`config.mk`:
```
export PLATFORM = sky130hd
export DESIGN_NAME = safe_lockstep_top
export DESIGN_NICKNAME = d
export VERILOG_FILES = /design/src/common/safe_lockstep_pkg.sv /design/src/rtl/hart_router.sv /design/src/rtl/lockstep_delay.sv /design/src/rtl/redundancy_checker/redundancy_checker.sv /design/src/rtl/safe_lockstep_top.sv
export VERILOG_INCLUDE_DIRS = /design/src /design/src/common
export SDC_FILE = /design/constraint.sdc
export NUM_CORES = 1
export LEC_CHECK = 0
export BUFFER_PORTS_ARGS = -buffer_cell sky130_fd_sc_hd__buf_4
export CAP_MARGIN = 20
export CORE_MARGIN = 1.5
export CORE_UTILIZATION = 50
export DETAILED_ROUTE_END_ITERATION = 12
export GPL_TIMING_DRIVEN = 0
export PLACE_DENSITY = 0.83
export SKIP_CTS_REPAIR_TIMING = 1
export SLEW_MARGIN = 20
export SYNTH_ARGS = -nofsm -noshare
export SYNTH_HDL_FRONTEND = slang
export SYNTH_SLANG_ARGS = --single-unit
```
`constraint.sdc`:
```
create_clock -name clk_i -period 2.1 [get_ports clk_i]
set_clock_uncertainty 0.1 [all_clocks]
set_input_delay 0.105 -clock clk_i [delete_from_list [all_inputs] [get_ports clk_i]]
set_output_delay 0.105 -clock clk_i [all_outputs]
set_load 0.05 [all_outputs]
```
`src/common/safe_lockstep_cfg.svh`:
```
/*
  Build constants for the three-hart safety bus front end.
  The word width must stay equal to request + write enable + address + data.
*/
`ifndef SAFE_LOCKSTEP_CFG_SVH
`define SAFE_LOCKSTEP_CFG_SVH

// Cluster size, fixed by the voter
`define SL_NHARTS 3

// Request fields
`define SL_ADDR_W 32
`define SL_DATA_W 32
`define SL_WORD_W (2 + `SL_ADDR_W + `SL_DATA_W)

// Lag of the checker hart behind the master in dual mode
`define SL_LOCKSTEP_CYCLES 2

// Test timing limits
`define SL_TB_RESET_CYCLES 8
`define SL_TB_CYCLES_PER_LINE 12

`endif

```
`src/common/safe_lockstep_pkg.sv`:
```
/*
  Types shared by the safety bus front end.
  A request word is {req, we, addr, wdata} from the MSB down.
*/
`include "safe_lockstep_cfg.svh"

package safe_lockstep_pkg;

  // One hart request cycle, compared in full
  typedef logic [`SL_WORD_W-1:0] req_word_t;

  // Hart number 0..2, value 3 is not a hart
  typedef logic [1:0] hart_idx_t;

  // Redundancy mode of the cluster
  typedef enum logic [1:0] {
    MODE_SINGLE = 2'd0,
    MODE_TMR    = 2'd1,
    MODE_DMR    = 2'd2
  } safe_mode_e;

  // One bit per hart, used for error identity
  typedef logic [`SL_NHARTS-1:0] hart_mask_t;

endpackage

```
`src/rtl/hart_router.sv`:
```
/*
  Holds the mode, master and checker selection, loaded by a one-cycle strobe.
  A hart index of 3 selects an all-zero word. Selection is combinational.
*/
`include "safe_lockstep_cfg.svh"

module hart_router (
  input  logic                                             clk_i,
  input  logic                                             rst_ni,
  input  logic [`SL_NHARTS-1:0]                            hart_req_i,
  input  logic [`SL_NHARTS-1:0]                            hart_we_i,
  input  logic [`SL_NHARTS-1:0][`SL_ADDR_W-1:0]            hart_addr_i,
  input  logic [`SL_NHARTS-1:0][`SL_DATA_W-1:0]            hart_wdata_i,
  input  logic                                             cfg_load_i,
  input  safe_lockstep_pkg::safe_mode_e                    cfg_mode_i,
  input  safe_lockstep_pkg::hart_idx_t                     cfg_master_i,
  input  safe_lockstep_pkg::hart_idx_t                     cfg_checker_i,
  output safe_lockstep_pkg::safe_mode_e                    mode_o,
  output safe_lockstep_pkg::req_word_t [`SL_NHARTS-1:0]    hart_word_o,
  output safe_lockstep_pkg::req_word_t                     master_word_o,
  output safe_lockstep_pkg::req_word_t                     checker_word_o,
  output logic                                             shift_en_o,
  output logic                                             flush_o
);
  import safe_lockstep_pkg::*;

  localparam hart_idx_t LastHart = hart_idx_t'(`SL_NHARTS - 1);

  safe_mode_e mode_q;
  hart_idx_t  master_q;
  hart_idx_t  checker_q;

  // Configuration register, defaults to single mode on hart 0
  always_ff @(posedge clk_i or negedge rst_ni) begin
    if (!rst_ni) begin
      mode_q    <= MODE_SINGLE;
      master_q  <= hart_idx_t'(0);
      checker_q <= hart_idx_t'(1);
    end else if (cfg_load_i) begin
      mode_q    <= cfg_mode_i;
      master_q  <= cfg_master_i;
      checker_q <= cfg_checker_i;
    end
  end

  // Pack each hart's fields into one request word
  always_comb begin
    for (int i = 0; i < `SL_NHARTS; i++) begin
      hart_word_o[i] = {hart_req_i[i], hart_we_i[i], hart_addr_i[i], hart_wdata_i[i]};
    end
  end

  // Master and checker streams by index
  always_comb begin
    master_word_o  = '0;
    checker_word_o = '0;
    if (master_q <= LastHart) begin
      master_word_o = hart_word_o[master_q];
    end
    if (checker_q <= LastHart) begin
      checker_word_o = hart_word_o[checker_q];
    end
  end

  assign mode_o = mode_q;

  // Delay line only advances in dual mode
  assign shift_en_o = (mode_q == MODE_DMR);

  // Words in flight belong to the old configuration, drop them at the load edge
  assign flush_o = cfg_load_i;

endmodule

```
`src/rtl/lockstep_delay.sv`:
```
/*
  Delay line for the master request word, SL_LOCKSTEP_CYCLES deep.
  Latency is exact only while shift_en_i is held. Flush wins over shift.
*/
`include "safe_lockstep_cfg.svh"

module lockstep_delay (
  input  logic                         clk_i,
  input  logic                         rst_ni,
  input  safe_lockstep_pkg::req_word_t word_i,
  input  logic                         shift_en_i,
  input  logic                         flush_i,
  output safe_lockstep_pkg::req_word_t word_o
);
  import safe_lockstep_pkg::*;

  localparam int unsigned Depth = `SL_LOCKSTEP_CYCLES;

  req_word_t line_q [Depth];

  // Stage 0 takes the master word, each later stage the one before it
  always_ff @(posedge clk_i or negedge rst_ni) begin
    if (!rst_ni) begin
      for (int i = 0; i < Depth; i++) begin
        line_q[i] <= '0;
      end
    end else if (flush_i) begin
      // Cleared so no request bit survives a mode change
      for (int i = 0; i < Depth; i++) begin
        line_q[i] <= '0;
      end
    end else if (shift_en_i) begin
      line_q[0] <= word_i;
      for (int i = 1; i < Depth; i++) begin
        line_q[i] <= line_q[i-1];
      end
    end
  end

  // Oldest stage lines up with the checker hart
  assign word_o = line_q[Depth-1];

endmodule

```
`src/rtl/redundancy_checker/redundancy_checker.sv`:
```
/*
  Votes, compares and drives the system bus one cycle after its inputs.
  Error pulses only in the mode that owns them. The third hart is
  ignored in dual mode.
*/
`include "safe_lockstep_cfg.svh"

module redundancy_checker (
  input  logic                                           clk_i,
  input  logic                                           rst_ni,
  input  safe_lockstep_pkg::safe_mode_e                  mode_i,
  input  safe_lockstep_pkg::req_word_t [`SL_NHARTS-1:0]  hart_word_i,
  input  safe_lockstep_pkg::req_word_t                   master_word_i,
  input  safe_lockstep_pkg::req_word_t                   checker_word_i,
  input  safe_lockstep_pkg::req_word_t                   delayed_word_i,
  output logic                                           bus_req_o,
  output logic                                           bus_we_o,
  output logic [`SL_ADDR_W-1:0]                          bus_addr_o,
  output logic [`SL_DATA_W-1:0]                          bus_wdata_o,
  output logic                                           tmr_error_o,
  output safe_lockstep_pkg::hart_mask_t                  tmr_error_id_o,
  output logic                                           dmr_error_o
);
  import safe_lockstep_pkg::*;

  // Bit positions inside a request word
  localparam int unsigned ReqBit = `SL_WORD_W - 1;
  localparam int unsigned WeBit  = `SL_WORD_W - 2;
  localparam int unsigned AddrLo = `SL_DATA_W;
  localparam int unsigned AddrHi = `SL_DATA_W + `SL_ADDR_W - 1;

  req_word_t  voted_word;
  hart_mask_t disagree_mask;
  logic       dmr_mismatch;
  req_word_t  bus_word;
  logic       tmr_error_d;
  hart_mask_t tmr_error_id_d;
  logic       dmr_error_d;

  // Bitwise two-out-of-three majority
  assign voted_word = (hart_word_i[0] & hart_word_i[1]) |
                      (hart_word_i[0] & hart_word_i[2]) |
                      (hart_word_i[1] & hart_word_i[2]);

  // A hart disagrees if any bit differs from the majority
  always_comb begin
    for (int i = 0; i < `SL_NHARTS; i++) begin
      disagree_mask[i] = |(hart_word_i[i] ^ voted_word);
    end
  end

  // Delayed master against the late checker, request bit included
  assign dmr_mismatch = (delayed_word_i != checker_word_i);

  // Bus word and error sources by mode
  always_comb begin
    bus_word       = '0;
    tmr_error_d    = 1'b0;
    tmr_error_id_d = '0;
    dmr_error_d    = 1'b0;
    unique case (mode_i)
      MODE_SINGLE: begin
        bus_word = master_word_i;
      end
      MODE_TMR: begin
        bus_word       = voted_word;
        tmr_error_d    = |disagree_mask;
        tmr_error_id_d = disagree_mask;
      end
      MODE_DMR: begin
        // Master word goes out even on a mismatch, the flag reports it
        bus_word    = delayed_word_i;
        dmr_error_d = dmr_mismatch;
      end
      default: begin
        bus_word = '0;
      end
    endcase
  end

  // Strobe and error pulses
  always_ff @(posedge clk_i or negedge rst_ni) begin
    if (!rst_ni) begin
      bus_req_o      <= 1'b0;
      tmr_error_o    <= 1'b0;
      tmr_error_id_o <= '0;
      dmr_error_o    <= 1'b0;
    end else begin
      bus_req_o      <= bus_word[ReqBit];
      tmr_error_o    <= tmr_error_d;
      tmr_error_id_o <= tmr_error_id_d;
      dmr_error_o    <= dmr_error_d;
    end
  end

  // Payload, only meaningful while bus_req_o is high
  always_ff @(posedge clk_i) begin
    bus_we_o    <= bus_word[WeBit];
    bus_addr_o  <= bus_word[AddrHi:AddrLo];
    bus_wdata_o <= bus_word[`SL_DATA_W-1:0];
  end

endmodule

```
`src/rtl/safe_lockstep_top.sv`:
```
/*
  Safety bus front end for a three-hart cluster. Requests are one-cycle
  strobes with no back-pressure, and no response path exists.
  Bus word latency is 1 cycle, or 3 cycles from the master in dual mode.
*/
`include "safe_lockstep_cfg.svh"

module safe_lockstep_top (
  input  logic                                       clk_i,
  input  logic                                       rst_ni,
  // Per hart request fields
  input  logic [`SL_NHARTS-1:0]                      hart_req_i,
  input  logic [`SL_NHARTS-1:0]                      hart_we_i,
  input  logic [`SL_NHARTS-1:0][`SL_ADDR_W-1:0]      hart_addr_i,
  input  logic [`SL_NHARTS-1:0][`SL_DATA_W-1:0]      hart_wdata_i,
  // Configuration load
  input  logic                                       cfg_load_i,
  input  safe_lockstep_pkg::safe_mode_e              cfg_mode_i,
  input  safe_lockstep_pkg::hart_idx_t               cfg_master_i,
  input  safe_lockstep_pkg::hart_idx_t               cfg_checker_i,
  // System bus request
  output logic                                       bus_req_o,
  output logic                                       bus_we_o,
  output logic [`SL_ADDR_W-1:0]                      bus_addr_o,
  output logic [`SL_DATA_W-1:0]                      bus_wdata_o,
  // Error reporting
  output logic                                       tmr_error_o,
  output safe_lockstep_pkg::hart_mask_t              tmr_error_id_o,
  output logic                                       dmr_error_o
);
  import safe_lockstep_pkg::*;

  safe_mode_e                  mode;
  req_word_t [`SL_NHARTS-1:0]  hart_word;
  req_word_t                   master_word;
  req_word_t                   checker_word;
  req_word_t                   delayed_word;
  logic                        shift_en;
  logic                        flush;

  hart_router u_router (
    .clk_i,
    .rst_ni,
    .hart_req_i,
    .hart_we_i,
    .hart_addr_i,
    .hart_wdata_i,
    .cfg_load_i,
    .cfg_mode_i,
    .cfg_master_i,
    .cfg_checker_i,
    .mode_o         (mode),
    .hart_word_o    (hart_word),
    .master_word_o  (master_word),
    .checker_word_o (checker_word),
    .shift_en_o     (shift_en),
    .flush_o        (flush)
  );

  // Master runs ahead of the checker through this line
  lockstep_delay u_delay (
    .clk_i,
    .rst_ni,
    .word_i     (master_word),
    .shift_en_i (shift_en),
    .flush_i    (flush),
    .word_o     (delayed_word)
  );

  redundancy_checker u_checker (
    .clk_i,
    .rst_ni,
    .mode_i         (mode),
    .hart_word_i    (hart_word),
    .master_word_i  (master_word),
    .checker_word_i (checker_word),
    .delayed_word_i (delayed_word),
    .bus_req_o,
    .bus_we_o,
    .bus_addr_o,
    .bus_wdata_o,
    .tmr_error_o,
    .tmr_error_id_o,
    .dmr_error_o
  );

endmodule

```
# After elaboration in Yosys (flattened, before gate mapping)
# Index checks and enable logic that the tools add are counted.
word_totals:
  word_cells: 45
  register_bits: 209
op_classes:
  n_mux: 12
  n_lt_le_gt_ge: 4
  eq_ne: 3
  bitwise: 8
  n_reduce_logical: 6
op_table:
  columns: ["op", "n"]
  rows:
  - ["66-bit binary-select mux with 2-bit select", 2]
  - ["132-bit two-way mux", 2]
  - ["66-bit two-way mux", 4]
  - ["66-bit AND", 3]
  - ["66-bit one-hot mux with 3 select lines", 1]
  - ["198-bit OR reduction", 1]
  - ["66-bit OR reduction", 3]
  - ["66-bit bitwise XOR", 3]
  - ["66-bit OR", 2]
  - ["66-bit != test", 1]
  - ["2-bit by 3-bit < comparator with 1-bit output, second input constant", 2]
  - ["2-bit <= comparator, second input constant", 2]
  - ["3-bit two-way mux", 1]
  - ["2-bit by 1-bit == test with 1-bit output, second input constant", 1]
  - ["2-bit == test, second input constant", 1]
  - ["2-bit logical NOT", 1]
  - ["1-bit two-way mux", 2]
  - ["2-bit nonzero test", 1]

# Depth between registers and ports, before layout
logic_depth:
  word_depth: 6
  mapped_depth: 11

# Modules after synthesis
# Synthesis repeated with hierarchy kept, for this count alone.
unflattened:
  hier_cells: 1948
  area_unflattened_um2: 17735.8
modules_own_cells:
  columns: ["mod", "area_per_inst_um2", "cells_per_inst", "n_inst"]
  rows:
  - ["redundancy_checker", 7287.0, 933, 1]
  - ["lockstep_delay", 5855.6, 492, 1]
  - ["hart_router", 4593.2, 523, 1]

# Worst setup path after synthesis
# OpenSTA, ideal clock, no wires.
synth_timing:
  path_kind: "flip-flop to flip-flop"
  startpoint: "register u_router.checker_q[0]"
  endpoint: "register u_checker.dmr_error_o"
  path_buffers: 3
  synth_period_minus_slack_ps: 2185
  setup_slack_ps: -85
  required_time_ps: 1864
  arrival_ps: 1948
  path_stages_with_launch: 11
  path_cell_list: "dfstp_2 > buf_6 > buf_6 > buf_6 > nand3b_1 > o21ai_0 > xor2_1 > nor4_1 > nand4_1 > nor4_1 > a31oi_1"
synth_via:
  elab_chain_len: 5
  word_cells_on_any_way: 6
  classes_between: "1 x order compare; 1 x eq/ne; 4 x mux"
synth_lines:
  columns: ["element", "line_no", "rtl"]
  rows:
  - ["start: declaration", "hart_router.sv:31", "hart_idx_t checker_q;"]
  - ["start signal: assignment", "hart_router.sv:38", "checker_q <= hart_idx_t'(1);"]
  - ["start signal: assignment", "hart_router.sv:42", "checker_q <= cfg_checker_i;"]
  - ["66-bit binary-select mux with 2-bit select", "hart_router.sv:61", "checker_word_o = hart_word_o[checker_q];"]
  - ["66-bit two-way mux (implied by the code)", "hart_router.sv:61", null]
  - ["66-bit two-way mux *", "hart_router.sv:60", "if (checker_q <= LastHart) begin"]
  - ["66-bit != test *", "redundancy_checker.sv:53", "assign dmr_mismatch = (delayed_word_i != checker_word_i);"]
  - ["1-bit two-way mux *", "redundancy_checker.sv:61", "unique case (mode_i)"]
  - ["via u_checker.dmr_error_d", "redundancy_checker.sv:38", "logic dmr_error_d;"]
  - ["end signal: assignment", "redundancy_checker.sv:92", "dmr_error_o <= dmr_error_d;"]
  - ["end: declaration", "redundancy_checker.sv:22", "output logic dmr_error_o"]
# Mark *: on every way through the listed nets, which the timed path passes. The rest lies on a longest branch. The select of a mux whose other input is x is not followed.
# A chain may end at the register's enable or synchronous reset.

# Worst setup path in the final report
layout_timing:
  startpoint: "register u_router.checker_q[1]"
  endpoint: "register u_checker.dmr_error_o"
# The elaborated chain is that of the path after synthesis.

==> impl_metrics.tcl <==
set metrics [dict create \
    grt_pass1_wl_um 122000 \
    slowest_delay_ns 0.47 \
    io_buffers 201 \
    start_util_pct 50.5 \
    cts_max_path_buffers 3 \
    ant_nets 0 \
    period_share_pct 140 \
    power.density_mw_per_mm2 704 \
    syn_area_mm2 0.0164 \
    post-route-min-period_ns 2.95 \
    grt_overflow 0 \
    regToRegEndpoint "u_checker.dmr_error_o$_DFF_PN0_" \
    clkLatencyLatePin_ns 0.56 \
    slowest_stage "dfrtp_1" \
    wl_per_cell_um 30.9 \
    hold_path_startpoint "hart_wdata_i[61]" \
    critPathTopFamily "simple AND/OR/NAND/NOR gates" \
    synth_cell_types 61 \
    vias 20300 \
    critical_path.max_fanout 10 \
    grt_usage_pct 51.2 \
    ys_seq_elements 209 \
    worst-endpoint-required_ns 2.37 \
    synthArstFlopShare_pct 68.9 \
    fin_cells 2962 \
    synthFlopType "dfrtp_1" \
    dpl-instance-area_mm2 0.0185 \
    cts_root_buf "clkbuf_16" \
    status "finished with violations" \
    dp_slack_ns -1.73 \
    netlist.area_leader.share_pct 21.8 \
    drive_above_1_share_pct 17.6 \
    synth_area_leaders "dfrtp_1 (22%), mux2i_1 (12%), nand2_1 (9.2%), dfxtp_1 (7.9%), a21oi_1 (7.7%)" \
    coreArea_mm2 0.0325 \
    post_synth.cell_area_avg_um2 7.46 \
    firstDrtPassIters 7 \
    ioPinCount 278 \
    crit_path_start_kind "register" \
    grt_max_degree 80 \
    p_leak_nw 8.80 \
    fmax_ghz 0.339 \
    crit_buf_inv 3 \
    final_common_cell "nand2_1" \
    finish.instance_area_mm2 0.0207 \
    synth-edff-count 0 \
    area.sequential_mm2 0.00491 \
    hp-class "input port to register" \
    clkTransAtPathRegs_ns 0.06 \
    failed_checks "negative hold slack, negative setup slack" \
    tightestPinTransition_ns 1.03 \
    nets 2705 \
    fill_cells 2831 \
    report.final.setup_viol 18 \
    antenna_found_initial 5 \
    critPathArrivalTime_ns 3.22 \
    setup.worst_path.end_class "register" \
    multi_input_area_mm2 0.0109 \
    min_delay_path_depth 5 \
    rsz0062_at_grt "true" \
    slew-limit-headroom_pct 31.4 \
    drt_iter0_drc 3371 \
    die_y_um 184 \
    num_rows 66 \
    first_global_vias 17500 \
    critPathKind "register to register" \
    syn-instance-count 2199 \
    drt_wl_total_um 91600 \
    maxCapViolations 0 \
    die_w_um 184 \
    worst_slack_ns -0.850 \
    gp_congestion 1.09 \
    r2r_start "u_router.checker_q[1]$_DFFE_PN0P_" \
    slew_viol_final 0 \
    drc 0 \
    irDropWorstVdd_v 0.000752 \
    hpwlAfterDp_um 68300 \
    cts_tree "built" \
    synth.net_count 2406 \
    reg2reg_depth 9 \
    post-synth-top-area-cell "dfrtp_1" \
    cts_max_level 1 \
    mostFrequentLayoutCells "nand2_1 (401), a21oi_1 (253), buf_4 (214)" \
    critical_path.cell_chain "clkbuf_4 > buf_6 > buf_4 > nand3_2 > o21ai_2 > xnor2_4 > nand4_1 > nor4_4 > a31oi_2" \
    hold_ws_ns -0.0714 \
    cts_buffers 23 \
    hold_violations 43 \
    min_to "u_delay.line_q[95]$_DFFE_PN0P_" \
    die-area_mm2 0.0339 \
    vias_per_cell 6.86 \
    rrSetupSlack_ns -0.85 \
    yosysSeqAreaShare_pct 29.9 \
    yosysWarnings 0 \
    syn_to_final_growth_pct 26.2 \
    placed_cells 2844 \
    cts.sinks 209 \
]
worst max path at each step:
stage / start / end / cells after the start
after floorplan: u_router.checker_q[0]$_DFFE_PN1P_ / u_checker.dmr_error_o$_DFF_PN0_ / 10
after global placement: hart_addr_i[75] / u_checker.tmr_error_o$_DFF_PN0_ / 8
after detailed placement: u_router.checker_q[1]$_DFFE_PN0P_ / u_checker.dmr_error_o$_DFF_PN0_ / 8
after CTS: u_router.checker_q[1]$_DFFE_PN0P_ / u_checker.dmr_error_o$_DFF_PN0_ / 8
after global routing: u_router.checker_q[0]$_DFFE_PN1P_ / u_checker.dmr_error_o$_DFF_PN0_ / 11
final: u_router.checker_q[1]$_DFFE_PN0P_ / u_checker.dmr_error_o$_DFF_PN0_ / 9
through the flow:
| stage | util [%] | setup TNS (ns) | total power, mW |
|---|---|---|---|
| 2_1_floorplan | - | -0.0532 | 7.48 |
| 3_3_place_gp | 56.9 | -150.31 | 9.63 |
| 3_5_place_dp | 57.1 | -154.62 | 9.72 |
| 4_1_cts | 59.4 | -155.80 | 13.8 |
| 5_1_grt | 63.7 | -1.56 | 14.8 |
| 6_report | 63.8 | -1.97 | 14.6 |
cell families after synthesis:
family / after synthesis / synth area share (%)
AND/OR/NAND/NOR: 817 / 24.3
AO/OA/AOI/OAI: 656 / 23.1
buffers and inverters: 239 / 6.12
multiplexers: 214 / 13.2
flip-flops: 209 / 29.9
XOR/XNOR: 64 / 3.42
metal layers:
metal / GRT usage [%] / routed length [um] / up-vias
li1: - / - / 8389
met1: 65.4 / 33300 / 9518
met5: 0 / 40 / -
met2: 73.9 / 37200 / 1917
met3: 16.6 / 13700 / 477
met4: 33.9 / 7410 / 4
cell type report:
| cell class | instances | area share [%] |
|---|---|---|
| Multi-Input combinational cell | 1751 | 52.5 |
| Timing Repair Buffer | 278 | 11.2 |
| Inverter | 35 | 0.653 |
| Antenna cell | 6 | 0.0725 |
| Tap cell | 442 | 2.67 |
| Clock inverter | 10 | 0.526 |
| Sequential cell | 209 | 23.7 |
| Buffer | 200 | 5.55 |
| Clock buffer | 31 | 3.07 |
power by group:
group          switching [mW]  total [mW]  internal [mW]
Combinational            4.06        5.93           1.87
Sequential              0.182        4.50           4.32
Clock                    1.78        4.15           2.37
Total                    6.02        14.6           8.55
state kept, by name, summed over array words and instances, names as in the netlist:
signal and cells:
u_checker.tmr_error_id_o 3, u_checker.dmr_error_o 1, u_router.checker_q 2, u_checker.tmr_error_o 1
u_checker.bus_req_o 1, u_checker.bus_wdata_o 32, u_delay.line_q 66, u_router.master_q 2
u_delay.word_o 66, u_router.mode_o 2, u_checker.bus_addr_o 32, u_checker.bus_we_o 1
tightest hold or removal path, cell delays in order:
cell and delay (ns):
buf_4 0.14, nand2_1 0.06, o21ai_0 0.11, nand2_1 0.07
a21oi_1 0.05
synth_stat cells, types with 41 or more instances:
cell,n
nand2_1,401
a21oi_1,254
o21ai_0,211
mux2i_1,203
clkbuf_1,143
dfrtp_1,143
nor2_1,83
dfxtp_1,65
o22ai_1,54
nand3b_1,52
nor3_1,43
nor2b_1,42
o21a_1,41
Power figures use the tool's default switching activity.
